==> src/source/filter_cond_pkg.sv <==
package filter_cond_pkg;

    // --------------------
    // Widths
    // --------------------
    localparam int offset_w   = 16;
    localparam int shift_w    = 4;
    localparam int num_fields = 4;
    localparam int field_w    = 32;
    localparam int route_id_w = 4;

    // --------------------
    // Slot positions within a sequence
    // --------------------
    localparam int slot_filter_op   = 0;
    localparam int slot_filter_mask = 1;
    localparam int slot_const_mask  = 2;
    localparam int slot_const_value = 3;
    localparam int slot_ops_mask    = 4;
    localparam int slot_flags       = 5;
    localparam int slot_route_if    = 6;
    localparam int slot_route_else  = 7;
    localparam int slot_route_ids   = 8;

    // --------------------
    // Encodings
    // --------------------
    typedef enum logic [1:0] {
        CMD_INVALID     = 2'd0,
        CMD_MEM_READ    = 2'd1,
        CMD_MEM_WRITE   = 2'd2,
        CMD_MEM_PROGRAM = 2'd3
    } cmd_e;

    typedef enum logic [3:0] {
        FILTER_NOP = 4'd0,
        FILTER_GT  = 4'd1,
        FILTER_LT  = 4'd2,
        FILTER_EQ  = 4'd3,
        FILTER_NE  = 4'd4,
        FILTER_GE  = 4'd5,
        FILTER_LE  = 4'd6
    } filter_op_e;

    // --------------------
    // Structures
    // --------------------
    // field[0] sits in the low 32 bits
    typedef struct packed {
        logic [num_fields-1:0][field_w-1:0] field;
    } data_t;

    typedef struct packed {
        logic                valid;
        cmd_e                cmd;
        logic [offset_w-1:0] offset;
        logic [shift_w-1:0]  shift;
        data_t               data;
    } mem_response_t;

    // One accepted program word, first marks window index 0
    typedef struct packed {
        logic  valid;
        logic  first;
        data_t data;
    } config_word_t;

    typedef struct packed {
        logic [route_id_w-1:0] id_cu;
        logic [route_id_w-1:0] id_bundle;
        logic [route_id_w-1:0] id_lane;
        logic [route_id_w-1:0] id_engine;
        logic [route_id_w-1:0] id_module;
    } route_t;

    typedef struct packed {
        logic break_flag;
        logic break_pass;
        logic filter_post;
        logic filter_pass;
        logic continue_flag;
        logic ternary_flag;
        logic conditional_flag;
    } filter_flags_t;

    typedef struct packed {
        filter_op_e                         filter_op;
        logic [num_fields-1:0]              filter_mask;
        logic [num_fields-1:0]              const_mask;
        data_t                              const_value;
        logic [num_fields*num_fields-1:0]   ops_mask;
        filter_flags_t                      flags;
        route_t                             route_if;
        route_t                             route_else;
    } filter_config_t;

    typedef struct packed {
        logic           valid;
        filter_config_t cfg;
    } config_out_t;

    typedef struct packed {
        logic full;
        logic empty;
        logic prog_full;
    } fifo_status_t;

endpackage
==> src/source/filter_cond_config_loader.sv <==
module filter_cond_config_loader #(
    parameter int seq_length  = 16,
    parameter int id_relative = 0,
    parameter int fifo_depth  = 16,
    parameter int prog_thresh = 8
) (
    input  logic                           ap_clk,
    input  logic                           reset,
    input  filter_cond_pkg::mem_response_t response_in,
    input  logic                           rd_en,
    output filter_cond_pkg::config_out_t   config_out,
    output filter_cond_pkg::fifo_status_t  status
);
    import filter_cond_pkg::*;

    config_word_t   word;
    logic           cfg_wr_en;
    filter_config_t cfg;

    // --------------------
    // Program word selection
    // --------------------
    mem_response_filter #(
        .seq_length  (seq_length),
        .id_relative (id_relative)
    ) u_filter (
        .ap_clk      (ap_clk),
        .reset       (reset),
        .response_in (response_in),
        .word        (word)
    );

    // --------------------
    // Sequence assembly
    // --------------------
    config_word_assembler #(
        .seq_length (seq_length)
    ) u_assembler (
        .ap_clk (ap_clk),
        .reset  (reset),
        .word   (word),
        .wr_en  (cfg_wr_en),
        .cfg    (cfg)
    );

    // Completed configurations wait here for the consumer
    config_fifo #(
        .fifo_depth  (fifo_depth),
        .prog_thresh (prog_thresh)
    ) u_fifo (
        .ap_clk     (ap_clk),
        .reset      (reset),
        .wr_en      (cfg_wr_en),
        .din        (cfg),
        .rd_en      (rd_en),
        .config_out (config_out),
        .status     (status)
    );

endmodule

==> src/source/config_fifo.sv <==
module config_fifo #(
    parameter int fifo_depth  = 16,
    parameter int prog_thresh = 8
) (
    input  logic                            ap_clk,
    input  logic                            reset,
    input  logic                            wr_en,
    input  filter_cond_pkg::filter_config_t din,
    input  logic                            rd_en,
    output filter_cond_pkg::config_out_t    config_out,
    output filter_cond_pkg::fifo_status_t   status
);
    import filter_cond_pkg::*;

    localparam int ptr_w = $clog2(fifo_depth);

    filter_config_t   mem [fifo_depth];
    logic [ptr_w-1:0] wr_ptr;
    logic [ptr_w-1:0] rd_ptr;
    logic [ptr_w:0]   count;
    logic             do_wr;
    logic             do_rd;

    // Writes into a full buffer are dropped, reads of an empty one ignored
    assign do_wr = wr_en && !status.full;
    assign do_rd = rd_en && !status.empty;

    // --------------------
    // Pointers and count
    // --------------------
    always_ff @(posedge ap_clk) begin
        if (reset) begin
            wr_ptr <= '0;
            rd_ptr <= '0;
            count  <= '0;
        end else begin
            if (do_wr) begin
                wr_ptr <= wr_ptr + 1'b1;
            end
            if (do_rd) begin
                rd_ptr <= rd_ptr + 1'b1;
            end
            case ({do_wr, do_rd})
                2'b10:   count <= count + 1'b1;
                2'b01:   count <= count - 1'b1;
                default: count <= count;
            endcase
        end
    end

    // --------------------
    // Storage and read port
    // --------------------
    always_ff @(posedge ap_clk) begin
        if (do_wr) begin
            mem[wr_ptr] <= din;
        end
    end

    always_ff @(posedge ap_clk) begin
        if (do_rd) begin
            config_out.cfg <= mem[rd_ptr];
        end
        config_out.valid <= do_rd;
        if (reset) begin
            config_out.valid <= 1'b0;
        end
    end

    assign status.full      = (count == fifo_depth);
    assign status.empty     = (count == '0);
    assign status.prog_full = (count >= prog_thresh);

    assert property (@(posedge ap_clk) disable iff (reset) !(wr_en && status.full))
        else $error("configuration written into full FIFO and lost");

    assert property (@(posedge ap_clk) disable iff (reset) count <= fifo_depth)
        else $error("FIFO count above depth");

endmodule

==> src/source/config_word_assembler.sv <==
module config_word_assembler #(
    parameter int seq_length = 16
) (
    input  logic                            ap_clk,
    input  logic                            reset,
    input  filter_cond_pkg::config_word_t   word,
    output logic                            wr_en,
    output filter_cond_pkg::filter_config_t cfg
);
    import filter_cond_pkg::*;

    logic [seq_length-1:0] slot;
    logic                  idle;
    config_word_t          word_q;
    data_t                 d;

    assign idle = (slot == '0);
    assign d    = word_q.data;

    // --------------------
    // Slot sequencer
    // --------------------
    // One-hot position of the word just taken, zero while idle
    always_ff @(posedge ap_clk) begin
        if (reset) begin
            slot  <= '0;
            wr_en <= 1'b0;
        end else begin
            // Last slot seen, the configuration is complete next cycle
            wr_en <= slot[seq_length-1];
            if (word.valid) begin
                if (idle || slot[seq_length-1]) begin
                    // A new sequence may open right behind the one just ended
                    slot <= word.first ? seq_length'(1) : '0;
                end else begin
                    slot <= slot << 1;
                end
            end else if (slot[seq_length-1]) begin
                slot <= '0;
            end
        end
    end

    // Word copy lines up with its slot position
    always_ff @(posedge ap_clk) begin
        word_q <= word;
        if (reset) begin
            word_q.valid <= 1'b0;
        end
    end

    // --------------------
    // Field decode
    // --------------------
    // Fields not hit by a sequence keep their old value
    always_ff @(posedge ap_clk) begin
        if (word_q.valid) begin
            if (slot[slot_filter_op]) begin
                cfg.filter_op <= filter_op_e'(d.field[0][$bits(filter_op_e)-1:0]);
            end
            if (slot[slot_filter_mask]) begin
                cfg.filter_mask <= d.field[0][num_fields-1:0];
            end
            if (slot[slot_const_mask]) begin
                cfg.const_mask <= d.field[0][num_fields-1:0];
            end
            if (slot[slot_const_value]) begin
                cfg.const_value <= d;
            end
            if (slot[slot_ops_mask]) begin
                cfg.ops_mask <= d.field[0][num_fields*num_fields-1:0];
            end
            if (slot[slot_flags]) begin
                cfg.flags.break_flag       <= d.field[0][0];
                cfg.flags.break_pass       <= d.field[0][1];
                cfg.flags.filter_post      <= d.field[0][2];
                cfg.flags.filter_pass      <= d.field[0][3];
                cfg.flags.continue_flag    <= d.field[0][4];
                cfg.flags.ternary_flag     <= d.field[0][5];
                cfg.flags.conditional_flag <= d.field[0][6];
            end
            if (slot[slot_route_if]) begin
                cfg.route_if.id_cu     <= d.field[0][route_id_w-1:0];
                cfg.route_if.id_bundle <= d.field[0][2*route_id_w-1:route_id_w];
                cfg.route_if.id_lane   <= d.field[0][3*route_id_w-1:2*route_id_w];
            end
            if (slot[slot_route_else]) begin
                cfg.route_else.id_cu     <= d.field[0][route_id_w-1:0];
                cfg.route_else.id_bundle <= d.field[0][2*route_id_w-1:route_id_w];
                cfg.route_else.id_lane   <= d.field[0][3*route_id_w-1:2*route_id_w];
            end
            // Engine and module ids of both routes share one word
            if (slot[slot_route_ids]) begin
                cfg.route_if.id_engine   <= d.field[0][route_id_w-1:0];
                cfg.route_if.id_module   <= d.field[0][2*route_id_w-1:route_id_w];
                cfg.route_else.id_engine <= d.field[0][3*route_id_w-1:2*route_id_w];
                cfg.route_else.id_module <= d.field[0][4*route_id_w-1:3*route_id_w];
            end
        end
    end

    assert property (@(posedge ap_clk) disable iff (reset) $onehot0(slot))
        else $error("slot register holds more than one bit");

endmodule

==> src/source/mem_response_filter.sv <==
module mem_response_filter #(
    parameter int seq_length  = 16,
    parameter int id_relative = 0
) (
    input  logic                           ap_clk,
    input  logic                           reset,
    input  filter_cond_pkg::mem_response_t response_in,
    output filter_cond_pkg::config_word_t  word
);
    import filter_cond_pkg::*;

    // Window of sequence indices owned by this engine
    localparam int unsigned win_lo = id_relative * seq_length;
    localparam int unsigned win_hi = win_lo + seq_length;

    mem_response_t       resp_q;
    logic [offset_w-1:0] seq_index;
    logic                is_program;
    logic                in_window;

    // --------------------
    // Input register
    // --------------------
    always_ff @(posedge ap_clk) begin
        resp_q <= response_in;
        if (reset) begin
            resp_q.valid <= 1'b0;
        end
    end

    // --------------------
    // Word selection
    // --------------------
    assign seq_index  = resp_q.offset >> resp_q.shift;
    assign is_program = (resp_q.cmd == CMD_MEM_PROGRAM);
    assign in_window  = (seq_index >= win_lo) && (seq_index < win_hi);

    assign word.valid = resp_q.valid && is_program && in_window;
    // Index 0 of the window opens a new sequence
    assign word.first = (seq_index == win_lo);
    assign word.data  = resp_q.data;

endmodule

==> config.mk <==
export PLATFORM = sky130hd
export DESIGN_NAME = filter_cond_config_loader
export DESIGN_NICKNAME = d
export VERILOG_FILES = /design/src/source/filter_cond_pkg.sv /design/src/source/filter_cond_config_loader.sv /design/src/source/config_fifo.sv /design/src/source/config_word_assembler.sv /design/src/source/mem_response_filter.sv
export SDC_FILE = /design/constraint.sdc
export NUM_CORES = 2
export LEC_CHECK = 0
export BUFFER_PORTS_ARGS = -buffer_cell sky130_fd_sc_hd__buf_2
export CORE_ASPECT_RATIO = 1.25
export CORE_MARGIN = 2
export CORE_UTILIZATION = 55
export DETAILED_ROUTE_END_ITERATION = 10
export PLACE_DENSITY = 0.79
export SETUP_SLACK_MARGIN = 0.5
export SLEW_MARGIN = 20
export SYNTH_ARGS = -nofsm -noshare
export SYNTH_HDL_FRONTEND = slang
export SYNTH_SLANG_ARGS = --single-unit
==> constraint.sdc <==
create_clock -name ap_clk -period 14.7 [get_ports ap_clk]
set_input_delay 3.675 -clock ap_clk [delete_from_list [all_inputs] [get_ports ap_clk]]
set_output_delay 3.675 -clock ap_clk [all_outputs]
set_load 0.005 [all_outputs]
# Word level (Yosys, flattened, before mapping)
# Memory sizes are Yosys's and may differ from the RTL's. A register that Yosys moved wholly into a read port is not among the register bits.
# Index checks and enable logic that the tools add are counted.
# W data, S select, Z words.
# op_classes
n_addsub,4
order_cmp,2
eq_ne,4
n_shift,1
mux,7
reduce_logical,21
# op_table
cell,n
$logic_not A16 Y1,2
$mux W16,2
$reduce_and A2 Y1,9
$lt A16 B5 Y1 const B,1
$shr A16 B4 Y16,1
$mux W15,1
$pmux W5 S2,1
$add A4 B1 Y4 const B,2
$add A5 B1 Y5 const B,1
$eq A5 B5 Y1 const B,1
$ge A5 B4 Y1 const B,1
$logic_not A5 Y1,1
$sub A5 B1 Y5 const B,1
$eq A2 B2 Y1 const B,2
$logic_and A1 B1 Y1,4
$reduce_bool A2 Y1,2
$mux W1,3
$eq A2 B1 Y1 const B,1
$logic_not A1 Y1,2
$logic_or A1 B1 Y1,1
# word_totals
reg_bits,514
ram_bits,3248
input_bits,154
output_inout_bits,207
mem_count,1
# memory_table
memory,depth,word_bits,rd,rd_clocked_by_memory_dff,write_ports,line_no,text
u_fifo.mem,16,203,1,1,1,config_fifo.sv:17,filter_config_t mem [fifo_depth];

# Logic depth before layout (Yosys ltp)
# depth
ltp_word,5
ltp_mapped,13
depth_no_buf,12

# Hierarchy
# Synthesis repeated with hierarchy kept, for this count alone.
# hier_totals
cells_unflattened,6008
area_unflattened_um2,141647.1
# modules_own_cells
mod,n_inst,cells_each,area_per_inst_um2,seq_area_each_um2
config_fifo,1,5267,127989.0,103909.7
config_word_assembler,1,419,9384.0,9018.6
mem_response_filter,1,322,4274.1,3022.9

# Worst setup path after synthesis
# Ideal clock, no wire load.
# synth_path
path_type,reg2reg
from,register u_fifo.count[0]
to,memory u_fifo.mem[3][0] in the netlist's numbering (enable)
arrival_ns,14.775
t_required_ns,13.686
slack_ns,-1.089
stages_incl_launch_ff,7
n_path_buf,1
cell_sequence,dfxtp_1 > nor4_1 > nand2_1 > and2_1 > clkbuf_1 > nand2_1 > nor3_1
# synth_between
elab_chain_len,5
# synth_rtl
element,line_no,text
"start, declared",config_fifo.sv:20,logic [ptr_w:0] count;
"start signal, assigned",config_fifo.sv:44,2'b10: count <= count + 1'b1;
"start signal, assigned",config_fifo.sv:45,2'b01: count <= count - 1'b1;
"start signal, assigned",config_fifo.sv:46,default: count <= count;
$eq A5 B5 Y1,config_fifo.sv:70,assign status.full = (count == fifo_depth);
$logic_not A1 Y1,config_fifo.sv:25,assign do_wr = wr_en && !status.full;
$logic_and A1 B1 Y1,config_fifo.sv:25,
$mux W1,config_fifo.sv:55,if (do_wr) begin
$mux W1 (implied by the code),config_fifo.sv:56,mem[wr_ptr] <= din;
"end, declared",config_fifo.sv:17,
# Every way passes these cells.

==> run summary <==
First-pass GRT wire length -> 480 mm
Vias in the first global route -> 66,165
PD cells -> 138 nW/um^2
Initial Util -> 0.554
Top FF cell, synth -> edfxtp_1
Final period util -> 0.395
Post-layout min period -> 5800 ps
Syn Nets -> 5,614
Yosys top cell area share -> 0.778
GR Overflow Total -> 0
Layout cells sized above 1 -> 0.326
Worst VDD drop -> 0.113 mV
Max Buffers Root-to-Sink -> 4
Arr. time, crit path -> 2130 ps
Initial antenna violation count -> 14
Clock sink count -> 3,965
FMAX -> 172 MHz
WL/cell -> 34.5 um
FF-to-FF End -> u_fifo.mem[5][82]
RR Startpoint -> u_fifo.count[0]
Fin Setup TNS -> 0 ps
Hold WS -> 321 ps
HPWL after DPL -> 159 mm
Distinct cell type count after synthesis -> 45
Setup bufs post-CTS -> 0
Mapped Avg Cell Area -> 25.9 um^2
Worst path required time -> 11,020 ps
Via count -> 63,450
Filler instances -> 15,774
Min-Delay Endpoint -> u_assembler.d[110]
Status -> complete, no violations
DRC -> 0
Setup-violating endpoint count in the final report -> 0
Core outline area -> 255,000 um^2
Die area -> 260,000 um^2
Hold depth -> 0
Clk_lat worst skew -> 920 ps
Slew headroom -> 0.229
CP max FO -> 5
Chip Height -> 570 um
Hold-fix buffers, CTS -> 0
Hold wc startpoint -> u_filter.word[110]
DR iter-0 viols -> 7,958
CTS Buf Count -> 369
Worst Max-Slew Pin Slew -> 1150 ps
Seq/Total Area, Yosys -> 0.822
Yosys warnings -> 0
Kind of end point of the critical path -> primary output
Hold Crit Class -> flip-flop to flip-flop
CP startpoint kind -> flip-flop
Asr flop ratio synth -> 0
Routability congestion estimate -> 0.771
Post-synth EDFFs -> 3,654
Clock Skews -> 63.2 ps
RSZ-0062 raised after global routing -> false
TritonCTS clock tree -> built
Chip width -> 457 um
Htree depth -> 5
Port Buf Inserts -> 360
Largest net degree at the start of global routing -> 133
Drt pass-1 iters -> 6
Final ANT Viol Nets -> 0
Root buffer cell -> clkbuf_16
Post-Synthesis Cells -> 5,450
Core Rows -> 207
LEAKAGE -> 49.1 nW
Hold Violations, Final -> 0
FF-to-FF path depth -> 8
Largest area contributor in the netlist -> edfxtp_1
Post-CTS sizing -> 0
Fin. max-slew vios -> 0
Vias per Instance -> 6.53
Max-cap violation count -> 0
Setup slack, reg-to-reg -> 9580 ps
Top post-synthesis cells by area -> edfxtp_1, mux4_2, dfxtp_1
Worst-path clk slew -> 70 ps
Drt total wl -> 336 mm
Area delta synth->final -> 13.4%
Total GRT Usage -> 0.258
# IOs -> 361
Synthesis-stage register bit count -> 3,965
Kind of critical path -> flip-flop to primary output
Fin nets -> 6,223
Synthesized area -> 141,000 um^2
==> flip-flops by register name (all words and copies together), names as in the netlist <==
name                flops
u_fifo.wr_ptr           4
u_fifo.count            5
u_fifo.rd_ptr           4
u_assembler.word_q      1
u_fifo.config_out     204
u_filter.word         128
u_assembler.slot       16
u_assembler.cfg       203
u_filter.resp_q        23
u_assembler.d         128
u_fifo.mem           3248
u_assembler.wr_en       1
==> cell usage in the layout, fill, tap and decap left out, drive strengths merged, types with 2 or more instances in the layout <==
master    netlist  layout
edfxtp       3654    3654
mux4          997     997
buf            85     481
clkbuf        158     459
dfxtp         311     311
clkinv          0     137
bufinv          0      43
nor2           35      35
a21oi          29      29
clkinvlp        0      26
nor2b          25      25
mux2i          20      20
inv             9      20
a211oi         19      19
a22o           14      14
nand2          12      12
diode           0      11
and2           11      11
nor3           10      10
ha              9       9
xor2            8       8
nand2b          6       6
o21ai           5       5
nor4            5       5
nand3           3       3
a21o            2       2
xnor2           2       2
a211o           2       2
nand4           2       2
==> area by class of cell <==
| cell class | instances | area, um^2 | share of cell area |
|---|---|---|---|
| Timing Repair Buffer | 481 | 2940 | 0.0184 |
| Antenna cell | 11 | 27.5 | 0.000172 |
| Sequential cell | 3965 | 116000 | 0.726 |
| Clock buffer | 459 | 10000 | 0.0627 |
| Clock inverter | 217 | 2490 | 0.0156 |
| Inverter | 9 | 41.3 | 0.000258 |
| Multi-Input combinational cell | 1233 | 24200 | 0.151 |
| Tap cell | 3344 | 4180 | 0.0262 |
==> synth_stat cells, types with 2 or more instances <==
cell	instances
a211o_1	2
a211oi_1	19
a21o_1	2
a21oi_1	29
a22o_1	14
and2_1	11
buf_1	32
buf_2	52
clkbuf_1	158
dfxtp_1	311
edfxtp_1	3654
ha_1	9
inv_1	9
mux2i_1	20
mux4_2	997
nand2_1	12
nand2b_1	6
nand3_1	3
nand4_1	2
nor2_1	35
nor2b_1	25
nor3_1	10
nor4_1	4
o21ai_0	5
xnor2_1	2
xor2_1	8
==> worst max path at each step <==
stage / to / from / cells past startpoint / slack, ps
6_report: status[1] / u_fifo.count[0] / 3 / 8900
5_1_grt: status[1] / u_fifo.count[0] / 3 / 8810
4_1_cts: status[1] / u_fifo.count[0] / 3 / 8840
3_5_place_dp: u_fifo.count[4] / rd_en / 10 / 8230
3_3_place_gp: u_fifo.count[4] / rd_en / 10 / 8160
2_1_floorplan: u_fifo.mem[7][0] / u_fifo.count[0] / 6 / 4370
==> metrics by stage <==
step | cells | instance area, um^2 | power, mW | utilization | worst slack (ps)
CTS | 9706 | 160000 | 22.2 | 0.628 | 8840
global placement | 9030 | 147000 | 12.5 | 0.578 | 8160
global route | 9709 | 160000 | 22.6 | 0.628 | 8810
detailed placement | 9030 | 147000 | 12.5 | 0.578 | 8230
floorplan | 5450 | 141000 | 12.4 | - | 4370
finish | 9719 | 160000 | 22.1 | 0.628 | 8900
==> routing by layer <==
layer,wire [um],up-vias,global-route usage
li1,-,24609,-
met1,119000,34207,0.333
met2,177000,3943,0.444
met3,27200,687,0.0409
met4,12700,4,0.0969
met5,27,-,0
==> logic make-up (layout without fill, tap and decap cells) <==
logic type,count (synthesis),after routing,synth area share
DFF,3965,3965,0.822
muxes,1017,1017,0.161
buffers and inverters,252,1166,0.00722
and+or+nand+nor,115,115,0.00434
AOI/OAI and AO/OA,81,81,0.00391
adders and majority gates,10,10,0.000941
xor gates and xnor gates,10,10,0.000621
other,0,11,0
==> worst max-delay path, cell delays in order (launching register included) <==
cell and delay [ps]:
dfxtp_1 380, or4_1 580, nor2_1 140, buf_2 130
==> report_power, final <==
group	internal (mW)	switching (mW)
Combinational	0.0171	0.0157
Sequential	12.2	0.0305
Clock	5.64	4.22
Note: power is estimated with default switching activity, not from simulation.
